[config.mk]
export PLATFORM = sky130hd
export DESIGN_NAME = divUnit
export DESIGN_NICKNAME = d
export VERILOG_FILES = /design/src/logic/divPkg.sv /design/src/logic/divDatapath.sv /design/src/logic/divIterStage.sv /design/src/logic/divSeqCtrl.sv /design/src/logic/divUnit.sv
export SDC_FILE = /design/constraint.sdc
export NUM_CORES = 1
export LEC_CHECK = 0
export ABC_AREA = 1
export BUFFER_PORTS_ARGS = -buffer_cell sky130_fd_sc_hd__buf_2
export CAP_MARGIN = 20
export CORE_MARGIN = 8
export CORE_UTILIZATION = 50
export DETAILED_ROUTE_END_ITERATION = 7
export PLACE_DENSITY_LB_ADDON = 0.05
export SKIP_LAST_GASP = 1
export SYNTH_ARGS = -nofsm -noshare
export SYNTH_HDL_FRONTEND = slang
export SYNTH_HIERARCHICAL = 1
export SYNTH_SLANG_ARGS = --single-unit
[constraint.sdc]
create_clock -name Clk_CI -period 7.8 [get_ports Clk_CI]
set_input_delay 0.78 -clock Clk_CI [delete_from_list [all_inputs] [get_ports Clk_CI]]
set_output_delay 0.78 -clock Clk_CI [all_outputs]
set_load 0.02 [all_outputs]
[src/logic/divPkg.sv]
// Mantissa divider shared definitions

package divPkg;

  //////////////////////////////
  // widths and counts
  //////////////////////////////

  localparam int unsigned MantWidth     = 24;  // hidden bit included
  localparam int unsigned RemWidth      = MantWidth + 1;  // partial remainder, with sign
  localparam int unsigned ExpWidth      = 8;
  localparam int unsigned ExpResWidth   = 10;  // room for overflow and sign
  localparam int unsigned ExpBias       = 127;
  localparam int unsigned CellsPerCycle = 4;   // cells chained in one clock
  localparam int unsigned NumCycles     = MantWidth / CellsPerCycle;
  localparam int unsigned CntWidth      = 3;

  //////////////////////////////
  // request / response
  //////////////////////////////

  // one division request, 64 bits
  typedef struct packed {
    logic [MantWidth-1:0] numMant;
    logic [MantWidth-1:0] denMant;
    logic [ExpWidth-1:0]  numExp;
    logic [ExpWidth-1:0]  denExp;
  } divReqT;

  // pre-normalization result, 34 bits
  typedef struct packed {
    logic [MantWidth-1:0]          quotMant;
    logic signed [ExpResWidth-1:0] expPrenorm;
  } divRespT;

endpackage

[src/logic/divDatapath.sv]
// Divider datapath registers
`timescale 1ns/1ps

module divDatapath (
  input  logic            Clk_CI,
  input  logic            Rst_RBI,
  input  logic            load,
  input  logic            iterate,
  input  logic            hold,
  input  divPkg::divReqT  req,
  output divPkg::divRespT resp
);

  import divPkg::*;

  logic [MantWidth-1:0]          divisor;
  logic [RemWidth-1:0]           remainder;  // holds the already shifted remainder
  logic [MantWidth-1:0]          quotient;
  logic                          lastQBit;   // picks add or sub for next cell
  logic signed [ExpResWidth-1:0] expRes;

  logic [RemWidth-1:0]           stageRem;
  logic [CellsPerCycle-1:0]      stageQBits;
  logic signed [ExpResWidth-1:0] expNext;
  logic                          loadEn;
  logic                          iterEn;

  assign loadEn = load & ~hold;
  assign iterEn = iterate & ~hold;

  //////////////////////////////
  // iteration stage
  //////////////////////////////

  divIterStage u_divIterStage (
    .rem      (remainder),
    .divisor  (divisor),
    .prevQBit (lastQBit),
    .nextRem  (stageRem),
    .qBits    (stageQBits)
  );

  //////////////////////////////
  // mantissa registers
  //////////////////////////////

  // The first cell sees the raw numerator and subtracts, so the first
  // quotient bit has weight 2^23 and tells whether num >= den.
  always_ff @(posedge Clk_CI, negedge Rst_RBI)
  begin
    if (~Rst_RBI)
    begin
      divisor   <= '0;
      remainder <= '0;
      quotient  <= '0;
      lastQBit  <= 1'b0;
    end
    else if (loadEn)
    begin
      divisor   <= req.denMant;
      remainder <= {1'b0, req.numMant};
      quotient  <= '0;
      lastQBit  <= 1'b1;  // start with a subtract
    end
    else if (iterEn)
    begin
      remainder <= stageRem;
      quotient  <= {quotient[MantWidth-CellsPerCycle-1:0], stageQBits};
      lastQBit  <= stageQBits[0];
    end
  end

  //////////////////////////////
  // exponent
  //////////////////////////////

  // numExp - denExp + bias, widened before the subtract
  assign expNext = signed'(ExpResWidth'(req.numExp))
                 - signed'(ExpResWidth'(req.denExp))
                 + signed'(ExpResWidth'(ExpBias));

  always_ff @(posedge Clk_CI, negedge Rst_RBI)
  begin
    if (~Rst_RBI)
    begin
      expRes <= '0;
    end
    else if (loadEn)
    begin
      expRes <= expNext;
    end
  end

  //////////////////////////////
  // result
  //////////////////////////////

  // each bit is the sign test of a remainder kept in (-den, den), so the
  // shifted bits already form floor(num * 2^23 / den)
  assign resp.quotMant   = quotient;
  assign resp.expPrenorm = expRes;

endmodule

[src/logic/divIterStage.sv]
// Non-restoring division stage
`timescale 1ns/1ps

module divIterStage (
  input  logic [divPkg::RemWidth-1:0]      rem,
  input  logic [divPkg::MantWidth-1:0]     divisor,
  input  logic                             prevQBit,
  output logic [divPkg::RemWidth-1:0]      nextRem,
  output logic [divPkg::CellsPerCycle-1:0] qBits
);

  import divPkg::*;

  logic [CellsPerCycle:0][RemWidth-1:0] chainRem;  // remainder between cells
  logic [CellsPerCycle:0]               chainQ;    // quotient bit between cells
  logic [RemWidth-1:0]                  divExt;

  assign divExt      = {1'b0, divisor};  // sign extension
  assign chainRem[0] = rem;
  assign chainQ[0]   = prevQBit;

  // Each cell subtracts the divisor when the previous quotient bit is 1 and
  // adds it back otherwise. The result is kept modulo 2^RemWidth: the true
  // value always lies in (-divisor, divisor), so the sign bit stays valid
  // even though the doubled remainder overflows the register.
  for (genvar i = 0; i < CellsPerCycle; i++)
  begin : gCell
    logic [RemWidth-1:0] sum;

    always_comb
    begin
      if (chainQ[i])
      begin
        sum = chainRem[i] - divExt;
      end
      else
      begin
        sum = chainRem[i] + divExt;
      end
    end

    assign chainQ[i+1]   = ~sum[RemWidth-1];  // non-negative -> 1
    assign chainRem[i+1] = {sum[RemWidth-2:0], 1'b0};  // shift for next cell

    // msb first
    assign qBits[CellsPerCycle-1-i] = chainQ[i+1];
  end

  assign nextRem = chainRem[CellsPerCycle];

endmodule

[src/logic/divSeqCtrl.sv]
// Divider sequence control
`timescale 1ns/1ps

module divSeqCtrl (
  input  logic Clk_CI,
  input  logic Rst_RBI,
  input  logic inValid,
  output logic inReady,
  output logic outValid,
  input  logic outReady,
  output logic load,
  output logic iterate,
  output logic hold
);

  import divPkg::*;

  logic                busy;      // job accepted, result not yet taken
  logic                resValid;  // iterations done
  logic [CntWidth-1:0] iterCnt;
  logic                lastIter;
  logic                accept;
  logic                take;

  //////////////////////////////
  // handshakes
  //////////////////////////////

  assign inReady  = ~busy;
  assign outValid = resValid;
  assign accept   = inValid & inReady;
  assign take     = resValid & outReady;

  //////////////////////////////
  // datapath strobes
  //////////////////////////////

  assign load     = accept;
  assign iterate  = busy & ~resValid;
  assign hold     = resValid;  // result frozen until taken
  assign lastIter = iterate && (iterCnt == CntWidth'(NumCycles - 1));

  // iteration counter
  always_ff @(posedge Clk_CI, negedge Rst_RBI)
  begin
    if (~Rst_RBI)
    begin
      iterCnt <= '0;
    end
    else if (accept || lastIter)
    begin
      iterCnt <= '0;
    end
    else if (iterate)
    begin
      iterCnt <= iterCnt + 1'b1;
    end
  end

  // busy spans accept up to the output handshake
  always_ff @(posedge Clk_CI, negedge Rst_RBI)
  begin
    if (~Rst_RBI)
    begin
      busy <= 1'b0;
    end
    else if (accept)
    begin
      busy <= 1'b1;
    end
    else if (take)
    begin
      busy <= 1'b0;
    end
  end

  // result valid after the last iteration edge
  always_ff @(posedge Clk_CI, negedge Rst_RBI)
  begin
    if (~Rst_RBI)
    begin
      resValid <= 1'b0;
    end
    else if (lastIter)
    begin
      resValid <= 1'b1;
    end
    else if (take)
    begin
      resValid <= 1'b0;
    end
  end

endmodule

[src/logic/divUnit.sv]
// Mantissa divider top level
`timescale 1ns/1ps

module divUnit (
  input  logic            Clk_CI,
  input  logic            Rst_RBI,
  input  logic            inValid,
  output logic            inReady,
  input  divPkg::divReqT  inReq,
  output logic            outValid,
  input  logic            outReady,
  output divPkg::divRespT outResp
);

  //////////////////////////////
  // control to datapath
  //////////////////////////////

  logic load;     // accept cycle
  logic iterate;  // one of the iteration cycles
  logic hold;     // result waiting for the sink

  divSeqCtrl u_divSeqCtrl (
    .Clk_CI   (Clk_CI),
    .Rst_RBI  (Rst_RBI),
    .inValid  (inValid),
    .inReady  (inReady),
    .outValid (outValid),
    .outReady (outReady),
    .load     (load),
    .iterate  (iterate),
    .hold     (hold)
  );

  // remainder, quotient and exponent registers with the cell chain
  divDatapath u_divDatapath (
    .Clk_CI  (Clk_CI),
    .Rst_RBI (Rst_RBI),
    .load    (load),
    .iterate (iterate),
    .hold    (hold),
    .req     (inReq),
    .resp    (outResp)
  );

endmodule

== After elaboration in Yosys (flattened, before gate mapping) ==
Cells that the tools add are included.
Word-level totals
  flip-flop bits (word level): 89
  input port bits: 68
  logic and storage cells: 52
Cells by class
  add/subtract/negate cells: 11
  equality and inequality tests: 1
  muxes and demuxes: 15
  bitwise operators: 11
  reduce and logical (&&, ||, !) cells: 6
Operator list (number)
  2-to-1 mux 25 bit: 6
  adder 25 x 24 -> 25 bit: 4
  subtractor 25 x 24 -> 25 bit: 4
  2-to-1 mux 24 bit: 2
  adder 10 x 8 -> 10 bit, second input constant: 1
  subtractor 8 x 8 -> 9 bit: 1
  nonzero test 2 bit: 4
  2-to-1 mux 3 bit: 2
  inverter 1 bit: 6
  AND 1 bit: 5
  2-to-1 mux 1 bit: 5
  adder 3 x 1 -> 3 bit, second input constant: 1
  equality test 3 bit, second input constant: 1
  logical AND 1 bit: 1
  logical OR 1 bit: 1

== Logic depth before layout (Yosys ltp) ==
Gate-level depths: netlist of the first run.
  word-level depth: 11
  gate-level depth with buffers: 57

== Hierarchy ==
Netlist of the first run, hierarchy kept.
Modules (own cells, without submodules)
  divIterStage: times used 1, cells an instance 1859, area each 10532.6 um^2, seq. area each 0.0 um^2
  divDatapath: times used 1, cells an instance 493, area each 4028.9 um^2, seq. area each 2102.0 um^2
  divSeqCtrl: times used 1, cells an instance 34, area each 281.5 um^2, seq. area each 125.1 um^2

== Least setup slack after synthesis of the first run ==
OpenSTA, ideal clock, no wires.
  path kind: register to register
  start: register u_divDatapath.divisor[0]
  end: register u_divDatapath.lastQBit
  library setup time: 0.121 ns
  arrival time: 6.940 ns
  required time: 7.679 ns
  slack: 0.739 ns
  cell stages (with the launch flop): 54
  path buffers: 1
  clock period less this slack: 7.061 ns
  cells stage by stage: dfrtp_1 > inv_1 > ha_1 > nand2_1 > o31ai_1 > xor2_1 > inv_1 > ha_1 > nand2_1 > inv_1 > a21oi_1 > nand2_1 > a21oi_1 > o21bai_1 > a21oi_1 > nor2_1 > nor2_1 > xnor2_1 > [... 18 more ...] > xor2_1 > nand2_1 > nand2_1 > inv_1 > ha_1 > inv_1 > nor4_1 > inv_1 > nor2_1 > nand4_1 > nand3_1 > inv_1 > nand3_1 > nand2_1 > nand2_2 > nand2_1 > nor3_1 > nor2_1
Between the ends
  longest elaborated chain between the ends: 11
  elaborated cells on any way between the ends: 15
Ends and longest elaborated chain
  start: declaration: line divDatapath.sv:16  | logic [MantWidth-1:0] divisor;
  start signal: assignment: line divDatapath.sv:60  | divisor <= req.denMant;
  adder 25 x 24 -> 25 bit or subtractor 25 x 24 -> 25 bit (tied branches): line divIterStage.sv:38, divIterStage.sv:34
  2-to-1 mux 25 bit: line divIterStage.sv:32  | if (chainQ[i])
  subtractor 25 x 24 -> 25 bit or adder 25 x 24 -> 25 bit (tied branches): line divIterStage.sv:34, divIterStage.sv:38
  2-to-1 mux 25 bit: line divIterStage.sv:32
  subtractor 25 x 24 -> 25 bit or adder 25 x 24 -> 25 bit (tied branches): line divIterStage.sv:34, divIterStage.sv:38
  2-to-1 mux 25 bit: line divIterStage.sv:32
  subtractor 25 x 24 -> 25 bit or adder 25 x 24 -> 25 bit (tied branches): line divIterStage.sv:34, divIterStage.sv:38
  2-to-1 mux 25 bit (*): line divIterStage.sv:32
  inverter 1 bit (*): line divIterStage.sv:42  | assign chainQ[i+1] = ~sum[RemWidth-1];
  named net u_divDatapath.stageQBits[0]: line divDatapath.sv:23  | logic [CellsPerCycle-1:0] stageQBits;
  2-to-1 mux 1 bit (*): line divDatapath.sv:65  | else if (iterEn)
  2-to-1 mux 1 bit (*): line divDatapath.sv:58  | else if (loadEn)
  end signal: assignment: line divDatapath.sv:69  | lastQBit <= stageQBits[0];
  end: declaration: line divDatapath.sv:19  | logic lastQBit;
Mark *: on every way through the listed nets, which the timed path passes. The rest lies on a longest branch. The select of a mux whose other input is x is not followed.
A chain may end at the register's enable or synchronous reset.

== Final worst setup path of the first run ==
  start: register u_divDatapath.divisor[3]
  end: register u_divDatapath.remainder[21]
Between the ends
  longest elaborated chain between the ends: 10
  elaborated cells on any way between the ends: 14
Ends and longest elaborated chain
  adder 25 x 24 -> 25 bit or subtractor 25 x 24 -> 25 bit (tied branches): line divIterStage.sv:38, divIterStage.sv:34
  2-to-1 mux 25 bit: line divIterStage.sv:32
  subtractor 25 x 24 -> 25 bit or adder 25 x 24 -> 25 bit (tied branches): line divIterStage.sv:34, divIterStage.sv:38
  2-to-1 mux 25 bit: line divIterStage.sv:32
  subtractor 25 x 24 -> 25 bit or adder 25 x 24 -> 25 bit (tied branches): line divIterStage.sv:34, divIterStage.sv:38
  2-to-1 mux 25 bit: line divIterStage.sv:32
  subtractor 25 x 24 -> 25 bit or adder 25 x 24 -> 25 bit (tied branches): line divIterStage.sv:34, divIterStage.sv:38
  2-to-1 mux 25 bit (*): line divIterStage.sv:32
  named net u_divDatapath.stageRem[21]: line divDatapath.sv:22  | logic [RemWidth-1:0] stageRem;
  2-to-1 mux 25 bit (*): line divDatapath.sv:65
  2-to-1 mux 25 bit (*): line divDatapath.sv:58
  end signal: assignment: line divDatapath.sv:61  | remainder <= {1'b0, req.numMant};
  end signal: assignment: line divDatapath.sv:67  | remainder <= stageRem;
  end: declaration: line divDatapath.sv:17  | logic [RemWidth-1:0] remainder;
Marks and branches as above.

==> impl_metrics.py, run 1 <==
metrics = {
    "critical_path": {
        "crit_fanout": 6,
        "criticalPathCategory": "reg2reg",
        "cp.arrival_ns": 7.82,
        "cpMostUsedCell": "nand2_1",
        "crit_slowest_cell": "dfrtp_1",
        "cp_slowest_stage_delay_ns": 0.39,
        "r2r_cells": 49,
        "required_ns": 8.06,
        "cp-start-kind": "flop",
        "end_kind": "flop",
    },
    "sta": {
        "final.hold.worst_slack_ns": 0.3065,
        "slew_headroom_pct": 29.03,
        "hold_viol_final": 0,
        "worst_pin_slew_ns": 1.065,
        "fin_crit_sh_pct": 96.94,
        "min_period_ns": 7.562,
        "tns_ns": 0,
        "clock_skew_ns": 0.01764,
        "slew_viol_final": 0,
        "setup_viol": 0,
        "fmax_ghz": 0.1322,
    },
    "layout": {
        "syn2layout_area_growth_pct": 42.05,
        "nNetsFinal": 3153,
        "diodes": 0,
        "fin_util_pct": 71.71,
        "drive_gt1_share_pct": 34.72,
    },
    "place": {
        "hpwl_mm": 49.91,
        "gp_congestion": 1.049,
        "numPortBuffers": 103,
    },
    "detailed_routing": {
        "firstDrtPassIters": 7,
        "drc_errors": 0,
        "via_count": 18150,
        "wirelength_mm": 62.51,
        "routed_via_density": 5.496,
        "drt_iter0_markers": 1496,
        "postRouteAntennaNets": 0,
        "avgRoutedWirePerCell_um": 18.93,
    },
    "logic_synthesis": {
        "synthFlopType": "dfrtp_1",
        "syn_nets": 2632,
        "synth_seq_cells": 89,
        "synth_edf_count": 0,
        "syn_avg_cell_area_sq_um": 6.221,
        "yosysSeqAreaShare_pct": 15.00,
        "synth_cell_type_count": 56,
        "syn_inst": 2386,
        "async_reset_ff_share_pct": 100.0,
        "syn_area_sq_um": 14840,
        "yosysWarnings": 6,
    },
    "global_route": {
        "grt_pass1_vias": 17120,
        "overflow": 0,
        "grt_max_degree": 109,
        "antenna_found_initial": 0,
        "track_usage_pct": 32.24,
        "grt_pass1_wl_mm": 91.65,
    },
    "clock_tree": {
        "clk_pin_slew_worst_paths_ns": 0.08,
        "numCtsBuffers": 9,
        "cts_tree": "yes",
        "worst_skew_pair.late_latency_ns": 0.36,
        "cts_htree_levels": 3,
        "cts_root_buf": "clkbuf_16",
        "cts_buffer_depth": 2,
        "cts_sinks": 89,
    },
    "run": {
        "drv_cap": 0,
    },
    "outcome": {
        "status": "finished clean",
    },
    "floorplanning": {
        "rows": 63,
        "core_sq_um": 29400,
        "start_util_pct": 50.48,
        "dieArea_sq_um": 35460,
        "die_w_um": 188.3,
        "die_h_um": 188.3,
        "io_pins": 104,
    },
    "hold_path": {
        "hold_class": "in2async",
    },
}
## through the flow
stage | cell area (sq um) | setup slack (ns) | std cells
2_1_floorplan | 14840 | 0.7391 | 2386
3_3_place_gp | 18830 | -0.6582 | 3249
3_5_place_dp | 18830 | -0.6973 | 3249
4_1_cts | 19310 | 0.0007034 | 3268
5_1_grt | 21080 | -0.1528 | 3302
6_report | 21080 | 0.2385 | 3302
## cell type report
cell class                      count  area (sq um)
Clock buffer                        9         225.2
Clock inverter                      7         71.32
Fill cell                        2547          8318
Inverter                          363          1381
Multi-Input combinational cell   1855         12430
Sequential cell                    89          2227
Tap cell                          390         488.0
Timing Repair Buffer              589          4265
## worst paths after layout
kind	from	to	slack, ns
max	u_divDatapath/divisor[3]	u_divDatapath/remainder[21]	0.24
min	Rst_RBI	u_divDatapath/divisor[17]	0.31
max reg2reg	u_divDatapath/divisor[3]	u_divDatapath/remainder[21]	0.24
min reg2reg	u_divDatapath/expRes[1]	u_divDatapath/expRes[1]	0.49
max in group asynchronous	Rst_RBI	u_divDatapath/expRes[8]	6.32
min in group Clk_CI	u_divDatapath/expRes[1]	u_divDatapath/expRes[1]	0.49
## placed cells by master, fill, tap and decap left out, types with 12 or more instances in the layout
| master | n |
|---|---|
| a21o_1 | 14 |
| a21oi_1 | 118 |
| a21oi_2 | 46 |
| a31oi_1 | 12 |
| buf_2 | 102 |
| buf_4 | 476 |
| dfrtp_1 | 89 |
| ha_1 | 124 |
| ha_4 | 44 |
| inv_1 | 314 |
| inv_2 | 42 |
| nand2_1 | 548 |
| nand2_2 | 73 |
| nand3_1 | 141 |
| nand3_2 | 13 |
| nand4_1 | 25 |
| nor2_1 | 171 |
| nor2_2 | 40 |
| nor3_1 | 14 |
| nor3_2 | 12 |
| o21ai_0 | 91 |
| o21ai_1 | 47 |
| o21ai_2 | 37 |
| o21bai_1 | 16 |
| o31ai_1 | 14 |
| xnor2_1 | 21 |
| xor2_1 | 102 |
## critical path, delay by kind of cell (launching register included)
family / cells / cell delay [ns]
AOI/OAI and AO/OA: 13 / 1.89
xor gates and xnor gates: 4 / 0.76
adders and majority gates: 4 / 1.20
buffers and inverters: 13 / 1.70
DFF: 1 / 0.39
and+or+nand+nor: 15 / 1.50
## metal layers
| layer | routed length, um | track usage, % | up-vias | share of wire [%] |
|---|---|---|---|---|
| met5 | 0 | 0 | - | 0 |
| met4 | 4071 | 15.63 | 0 | 6.5 |
| met3 | 4477 | 4.455 | 190 | 7.2 |
| met2 | 28580 | 53.64 | 817 | 46 |
| met1 | 25390 | 40.57 | 8418 | 41 |
| li1 | - | - | 8722 | - |
## Yosys cell counts (all sizes together) (7+ instances only)
master,count,area share (%)
o31ai,16,0.81
nor4,8,0.34
nand3,157,5.4
inv,360,9.1
clkbuf,22,0.56
a31oi,18,0.76
nand4,25,1.1
xnor2,27,1.6
a21oi,167,5.7
nor2,219,5.9
xor2,112,6.7
nor3,31,1.1
ha,174,15
nand2,635,17
buf,60,2.5
dfrtp,89,15
or2,7,0.33
a21o,16,0.81
o21ai,176,6.4
o21bai,19,0.96
## cells by family after synthesis
kind of cell | Yosys count | share of synthesized area, %
AO/OA/AOI/OAI | 441 | 17.08
other | 1 | 0.02526
flip-flops | 89 | 15.00
multiplexers | 4 | 0.2698
buffers and inverters | 445 | 12.28
adder cells (fa/ha/maj) | 178 | 15.21
XOR/XNOR | 139 | 8.328
AND/OR/NAND/NOR | 1089 | 31.80
## flip-flops by register name (all words and copies together), names as in the netlist
name and flops:
u_divDatapath/lastQBit 1, u_divDatapath/quotient 24, u_divSeqCtrl/iterCnt 3, u_divDatapath/divisor 24, u_divSeqCtrl/hold 1, u_divDatapath/expRes 10
u_divSeqCtrl/busy 1, u_divDatapath/remainder 25
## timing repair
item / 4_1_cts / 5_1_grt
hold buffers: 0 / 0
buffers inserted: 3 / 30
endpoints found under the hold margin: 0 / 0
pin swaps: 12 / 112
endpoints found under the setup margin: 19 / 23
resized for setup: 44 / 343
cloned: 0 / 4
Power of run 1 is not shown: default switching activity piles up to over one toggle a cycle in this logic, so the estimate is an artifact.
==> run 2: changes to the inputs <==
- SETUP_SLACK_MARGIN: not set -> 0.3
==> run 2 against run 1 <==
Net effect:
- critical path depth rose by 3
- clock-buffer cell count unchanged
- via count rose by 2.1%
- non-clock buffer count rose by 43
- critical endpoint is now u_divDatapath/lastQBit
==> impl_metrics.py, run 2 (synthesized netlist as in run 1, its figures left out) <==
metrics = {
    "outcome": {
        "status": "finished clean",
    },
    "global_route": {
        "antenna_found_initial": 0,
        "grt_max_degree": 109,
        "grt_pass1_vias": 17480,
        "track_usage_pct": 32.94,
        "overflow": 0,
        "grt_pass1_wl_mm": 93.52,
    },
    "place": {
        "numPortBuffers": 103,
        "dp_slack_ns": -0.6973,
        "place_inst": 3249,
        "gp_congestion": 1.049,
        "hpwl_mm": 49.91,
    },
    "sta": {
        "fin_crit_sh_pct": 96.46,
        "min_period_ns": 7.524,
        "clock_skew_ns": 0.01869,
        "fmax_ghz": 0.1329,
        "setup_viol": 0,
        "worst_pin_slew_ns": 1.055,
        "slew_headroom_pct": 29.64,
        "hold_viol_final": 0,
        "setup_ws_ns": 0.2764,
        "slew_viol_final": 0,
        "rsz0062_at_grt": "true",
    },
    "layout": {
        "nNetsFinal": 3196,
        "largest_register_ffs": 25,
        "diodes": 0,
        "syn2layout_area_growth_pct": 47.89,
        "top_regs": "u_divDatapath/remainder: 25 flops, u_divDatapath/divisor: 24 flops, u_divDatapath/quotient: 24 flops",
        "fin_util_pct": 74.66,
        "final_common_cell": "nand2_1",
        "stdcell_count": 3345,
        "drive_gt1_share_pct": 38.54,
        "layout_common_cells": "533 x nand2_1, 506 x buf_4, 298 x inv_1",
        "fill_cells": 2369,
        "top_register": "u_divDatapath/remainder",
    },
    "critical_path": {
        "end_kind": "flop",
        "cp.arrival_ns": 7.77,
        "cpMostUsedCell": "nand2_1",
        "criticalPathCategory": "reg2reg",
        "cp_slowest_stage_delay_ns": 0.40,
        "crit_slowest_cell": "dfrtp_1",
        "cp-start-kind": "flop",
        "crit_fanout": 7,
        "required_ns": 8.04,
    },
    "floorplanning": {
        "start_util_pct": 50.48,
        "die_h_um": 188.3,
        "rows": 63,
        "die_w_um": 188.3,
        "io_pins": 104,
        "core_sq_um": 29400,
        "dieArea_sq_um": 35460,
    },
    "clock_tree": {
        "cts_buffer_depth": 2,
        "cts_htree_levels": 3,
        "clk_pin_slew_worst_paths_ns": 0.08,
        "numCtsBuffers": 9,
        "cts_sinks": 89,
        "worst_skew_pair.late_latency_ns": 0.36,
        "cts_root_buf": "clkbuf_16",
        "hold_buffers": 0,
        "cts_tree": "yes",
    },
    "detailed_routing": {
        "routed_via_density": 5.541,
        "drt_iter0_markers": 1601,
        "drc_errors": 0,
        "postRouteAntennaNets": 0,
        "via_count": 18530,
        "firstDrtPassIters": 6,
        "avgRoutedWirePerCell_um": 19.17,
        "wirelength_mm": 64.13,
    },
    "run": {
        "drv_cap": 0,
    },
    "hold_path": {
        "hold_class": "in2async",
    },
}
## run 2: cell count changes in the layout (fill, tap and decap cells not counted), moves of 11 or more
cell,previous run,this run
nand2_2,73,84
nor2_1,171,159
ha_1,124,112
inv_2,42,54
inv_1,314,298
buf_4,476,506
nand2_1,548,533
## run 2: layout make-up
type | instances | area [sq um] | area share [%]
sequential | 89 | 2228 | 10.15
tap | 390 | 488.0 | 2.223
clock inverter | 7 | 71.32 | 0.3249
timing repair buffer | 632 | 4679 | 21.32
clock buffer | 9 | 225.2 | 1.026
inverter | 363 | 1385 | 6.310
multi-input combinational | 1855 | 12870 | 58.65
## run 2: per-stage QoR
step | area [sq um] | hold slack, ns | TNS (ns)
6_report | 21950 | 0.3073 | 0
5_1_grt | 21950 | 0.3244 | -0.2625
4_1_cts | 19950 | 0.3150 | 0
3_5_place_dp | 18830 | 0.4597 | -7.039
3_3_place_gp | 18830 | 0.4665 | -4.662
2_1_floorplan | 14840 | 0.4725 | 0
## run 2: what timing repair did
action | 4_1_cts | 5_1_grt
gates cloned | 1 | 4
endpoints found under the setup margin | 26 | 26
gates resized for setup | 139 | 377
pin swaps | 42 | 184
setup buffers | 30 | 45
## run 2: layer usage
metal	vias up	routed length (um)	GRT usage (%)	part of all wire [%]
met5	-	0	0	0
met2	866	29220	54.22	46
met4	0	4371	18.25	6.8
met3	228	4629	4.861	7.2
li1	8797	-	-	-
met1	8642	25910	40.89	40
## run 2: critical path: cells and delay by family, from the launching register on
kind                       cells  cell delay [ns]
DFF                            1             0.40
AOI/OAI and AO/OA              6             0.76
and+or+nand+nor               31             3.69
adders and majority gates      3             0.98
buffers and inverters          9             1.06
xor gates and xnor gates       3             0.47
## run 2: worst paths after layout
path	from	to	slack (ns)	depth (start not counted)
worst max-delay path	u_divDatapath/divisor[1]	u_divDatapath/lastQBit	0.28	52
worst min-delay path	Rst_RBI	u_divDatapath/divisor[17]	0.31	1
worst max register to register	u_divDatapath/divisor[1]	u_divDatapath/lastQBit	0.28	52
worst min register to register	u_divDatapath/expRes[1]	u_divDatapath/expRes[1]	0.49	2
max in group asynchronous	Rst_RBI	u_divDatapath/divisor[6]	6.28	2
min in group Clk_CI	u_divDatapath/expRes[1]	u_divDatapath/expRes[1]	0.49	2
Power of run 2 is left out for the same reason.
==> run 3: changes to the inputs <==
- RECOVER_POWER: not set -> 25
- clock period: 7.8 -> 7.9 ns (I/O delays scaled with it)
==> run 3 against run 2 <==
Net effect:
- the run now ends with capacitance limit, slew limit left
- global-route usage rose by 0.81 points
- core utilization fell by 1.1 points
- worst setup slack improved by 0.13 ns
- first-iteration DRC count fell by 3.9%
- critical path type unchanged
==> impl_metrics.py, run 3 (synthesized netlist as in run 1, its figures left out) <==
metrics = {
    "detailed_routing": {
        "via_count": 18510,
        "routed_via_density": 5.581,
        "wirelength_mm": 64.53,
        "drt_iter0_markers": 1539,
        "drc_errors": 0,
        "postRouteAntennaNets": 0,
        "avgRoutedWirePerCell_um": 19.46,
        "firstDrtPassIters": 6,
    },
    "sta": {
        "worst_pin_slew_ns": 3.789,
        "slew_viol_final": 71,
        "final.hold.worst_slack_ns": 0.4907,
        "rsz0062_at_grt": "true",
        "fin_crit_sh_pct": 94.85,
        "min_period_ns": 7.493,
        "setup_viol": 0,
        "clock_skew_ns": 0.01238,
        "hold_viol_final": 0,
        "fmax_ghz": 0.1335,
        "slew_headroom_pct": -152.6,
    },
    "critical_path": {
        "cp_slowest_stage_delay_ns": 0.39,
        "r2r_cells": 50,
        "crit_fanout": 6,
        "criticalPathCategory": "reg2reg",
        "crit_slowest_cell": "dfrtp_1",
        "end_kind": "flop",
        "endpoint": "u_divDatapath/remainder[23]",
        "r2r_setup_slack_ns": 0.41,
        "critPathLaunch": "u_divDatapath/divisor[1]",
        "r2r-end": "u_divDatapath/remainder[23]",
        "cp-start-kind": "flop",
        "required_ns": 8.18,
        "timing.rr.start": "u_divDatapath/divisor[1]",
        "cpMostUsedCell": "nand2_2",
        "cp.arrival_ns": 7.78,
    },
    "place": {
        "gp_congestion": 1.061,
        "placed_cell_area_sq_um": 18770,
        "numPortBuffers": 103,
        "hpwl_mm": 51.78,
    },
    "clock_tree": {
        "cts_root_buf": "clkbuf_16",
        "cts_sinks": 89,
        "cts_tree": "yes",
        "cts_htree_levels": 3,
        "worst_skew_pair.late_latency_ns": 0.36,
        "clk_pin_slew_worst_paths_ns": 0.07,
        "numCtsBuffers": 9,
        "cts_buffer_depth": 2,
        "hold_buffers": 0,
    },
    "layout": {
        "finalInstanceArea_sq_um": 21630,
        "fill_cells": 2443,
        "top_regs": "u_divDatapath/remainder: 25 flops, u_divDatapath/divisor: 24 flops, u_divDatapath/quotient: 24 flops",
        "largest_register_ffs": 25,
        "diodes": 0,
        "drive_gt1_share_pct": 37.46,
        "layout_common_cells": "530 x nand2_1, 478 x buf_4, 297 x inv_1",
        "top_register": "u_divDatapath/remainder",
        "nNetsFinal": 3167,
        "syn2layout_area_growth_pct": 45.73,
        "final_common_cell": "nand2_1",
    },
    "floorplanning": {
        "rows": 63,
        "die_w_um": 188.3,
        "core_sq_um": 29400,
        "start_util_pct": 50.48,
        "dieArea_sq_um": 35460,
        "die_h_um": 188.3,
        "io_pins": 104,
    },
    "outcome": {
        "violations": "capacitance limit, slew limit",
        "status": "finished with violations",
    },
    "hold_path": {
        "hold_class": "reg2reg",
        "min_path_cells": 2,
        "min_from": "u_divDatapath/expRes[7]",
    },
    "global_route": {
        "overflow": 0,
        "grt_pass1_wl_mm": 95.19,
        "grt_pass1_vias": 17750,
        "antenna_found_initial": 0,
        "grt_max_degree": 71,
        "track_usage_pct": 33.75,
    },
    "run": {
        "drv_cap": 1,
    },
}
run 3: cell types whose count changed in the layout (fill, tap and decap cells not counted), sizes merged:
cell      previous run  this run
buf                630       603
clkbuf              11        12
clkinv               4         5
clkinvlp             2         0
nand2              638       636
run 3: layer usage:
layer | up-vias | track usage, % | wire (um)
li1 | 8739 | - | -
met1 | 8669 | 41.48 | 26100
met2 | 865 | 56.46 | 29700
met3 | 232 | 4.510 | 4469
met4 | 0 | 18.64 | 4265
met5 | - | 0 | 0
run 3: metrics by stage:
stage	worst slack, ns	setup TNS, ns	instances	utilization (%)
after CTS	0.3051	0	3274	67.52
after global routing	0.1653	0	3316	73.57
after global placement	-0.8298	-11.28	3240	63.85
after floorplan	0.8391	0	2386	-
after detailed placement	-0.7771	-10.75	3240	63.85
final	0.4070	0	3316	73.57
run 3: area by class of cell:
type / instances / area [sq um] / area share (%)
tap: 390 / 488.0 / 2.256
sequential: 89 / 2230 / 10.31
timing repair buffer: 605 / 4425 / 20.46
inverter: 363 / 1378 / 6.369
clock buffer: 10 / 229.0 / 1.059
multi-input combinational: 1853 / 12820 / 59.27
clock inverter: 6 / 60.06 / 0.2776
run 3: how the worst min path moves through the flow:
stage / end / slack [ns]
2_1_floorplan: u_divSeqCtrl/iterCnt[1] / 0.47
3_3_place_gp: u_divDatapath/expRes[0] / 0.46
3_5_place_dp: u_divDatapath/expRes[7] / 0.46
4_1_cts: u_divDatapath/divisor[18] / 0.29
5_1_grt: u_divDatapath/expRes[2] / 0.51
6_report: u_divDatapath/expRes[7] / 0.49
run 3: timing repair:
action                     4_1_cts  5_1_grt
pin swaps                       36      144
setup endpoints to repair       25       22
buffers inserted                18       41
resized for setup              143      371
cloned                           0        1
run 3: worst max-delay path, delay by kind of cell, from the launching register on:
family                   cells  cell delay [ns]
adder cells (fa/ha/maj)      3             0.99
AND/OR/NAND/NOR             24             3.02
XOR/XNOR                     3             0.50
flip-flops                   1             0.39
AO/OA/AOI/OAI               11             1.48
buffers and inverters        9             1.02
Power of run 3 is left out for the same reason.
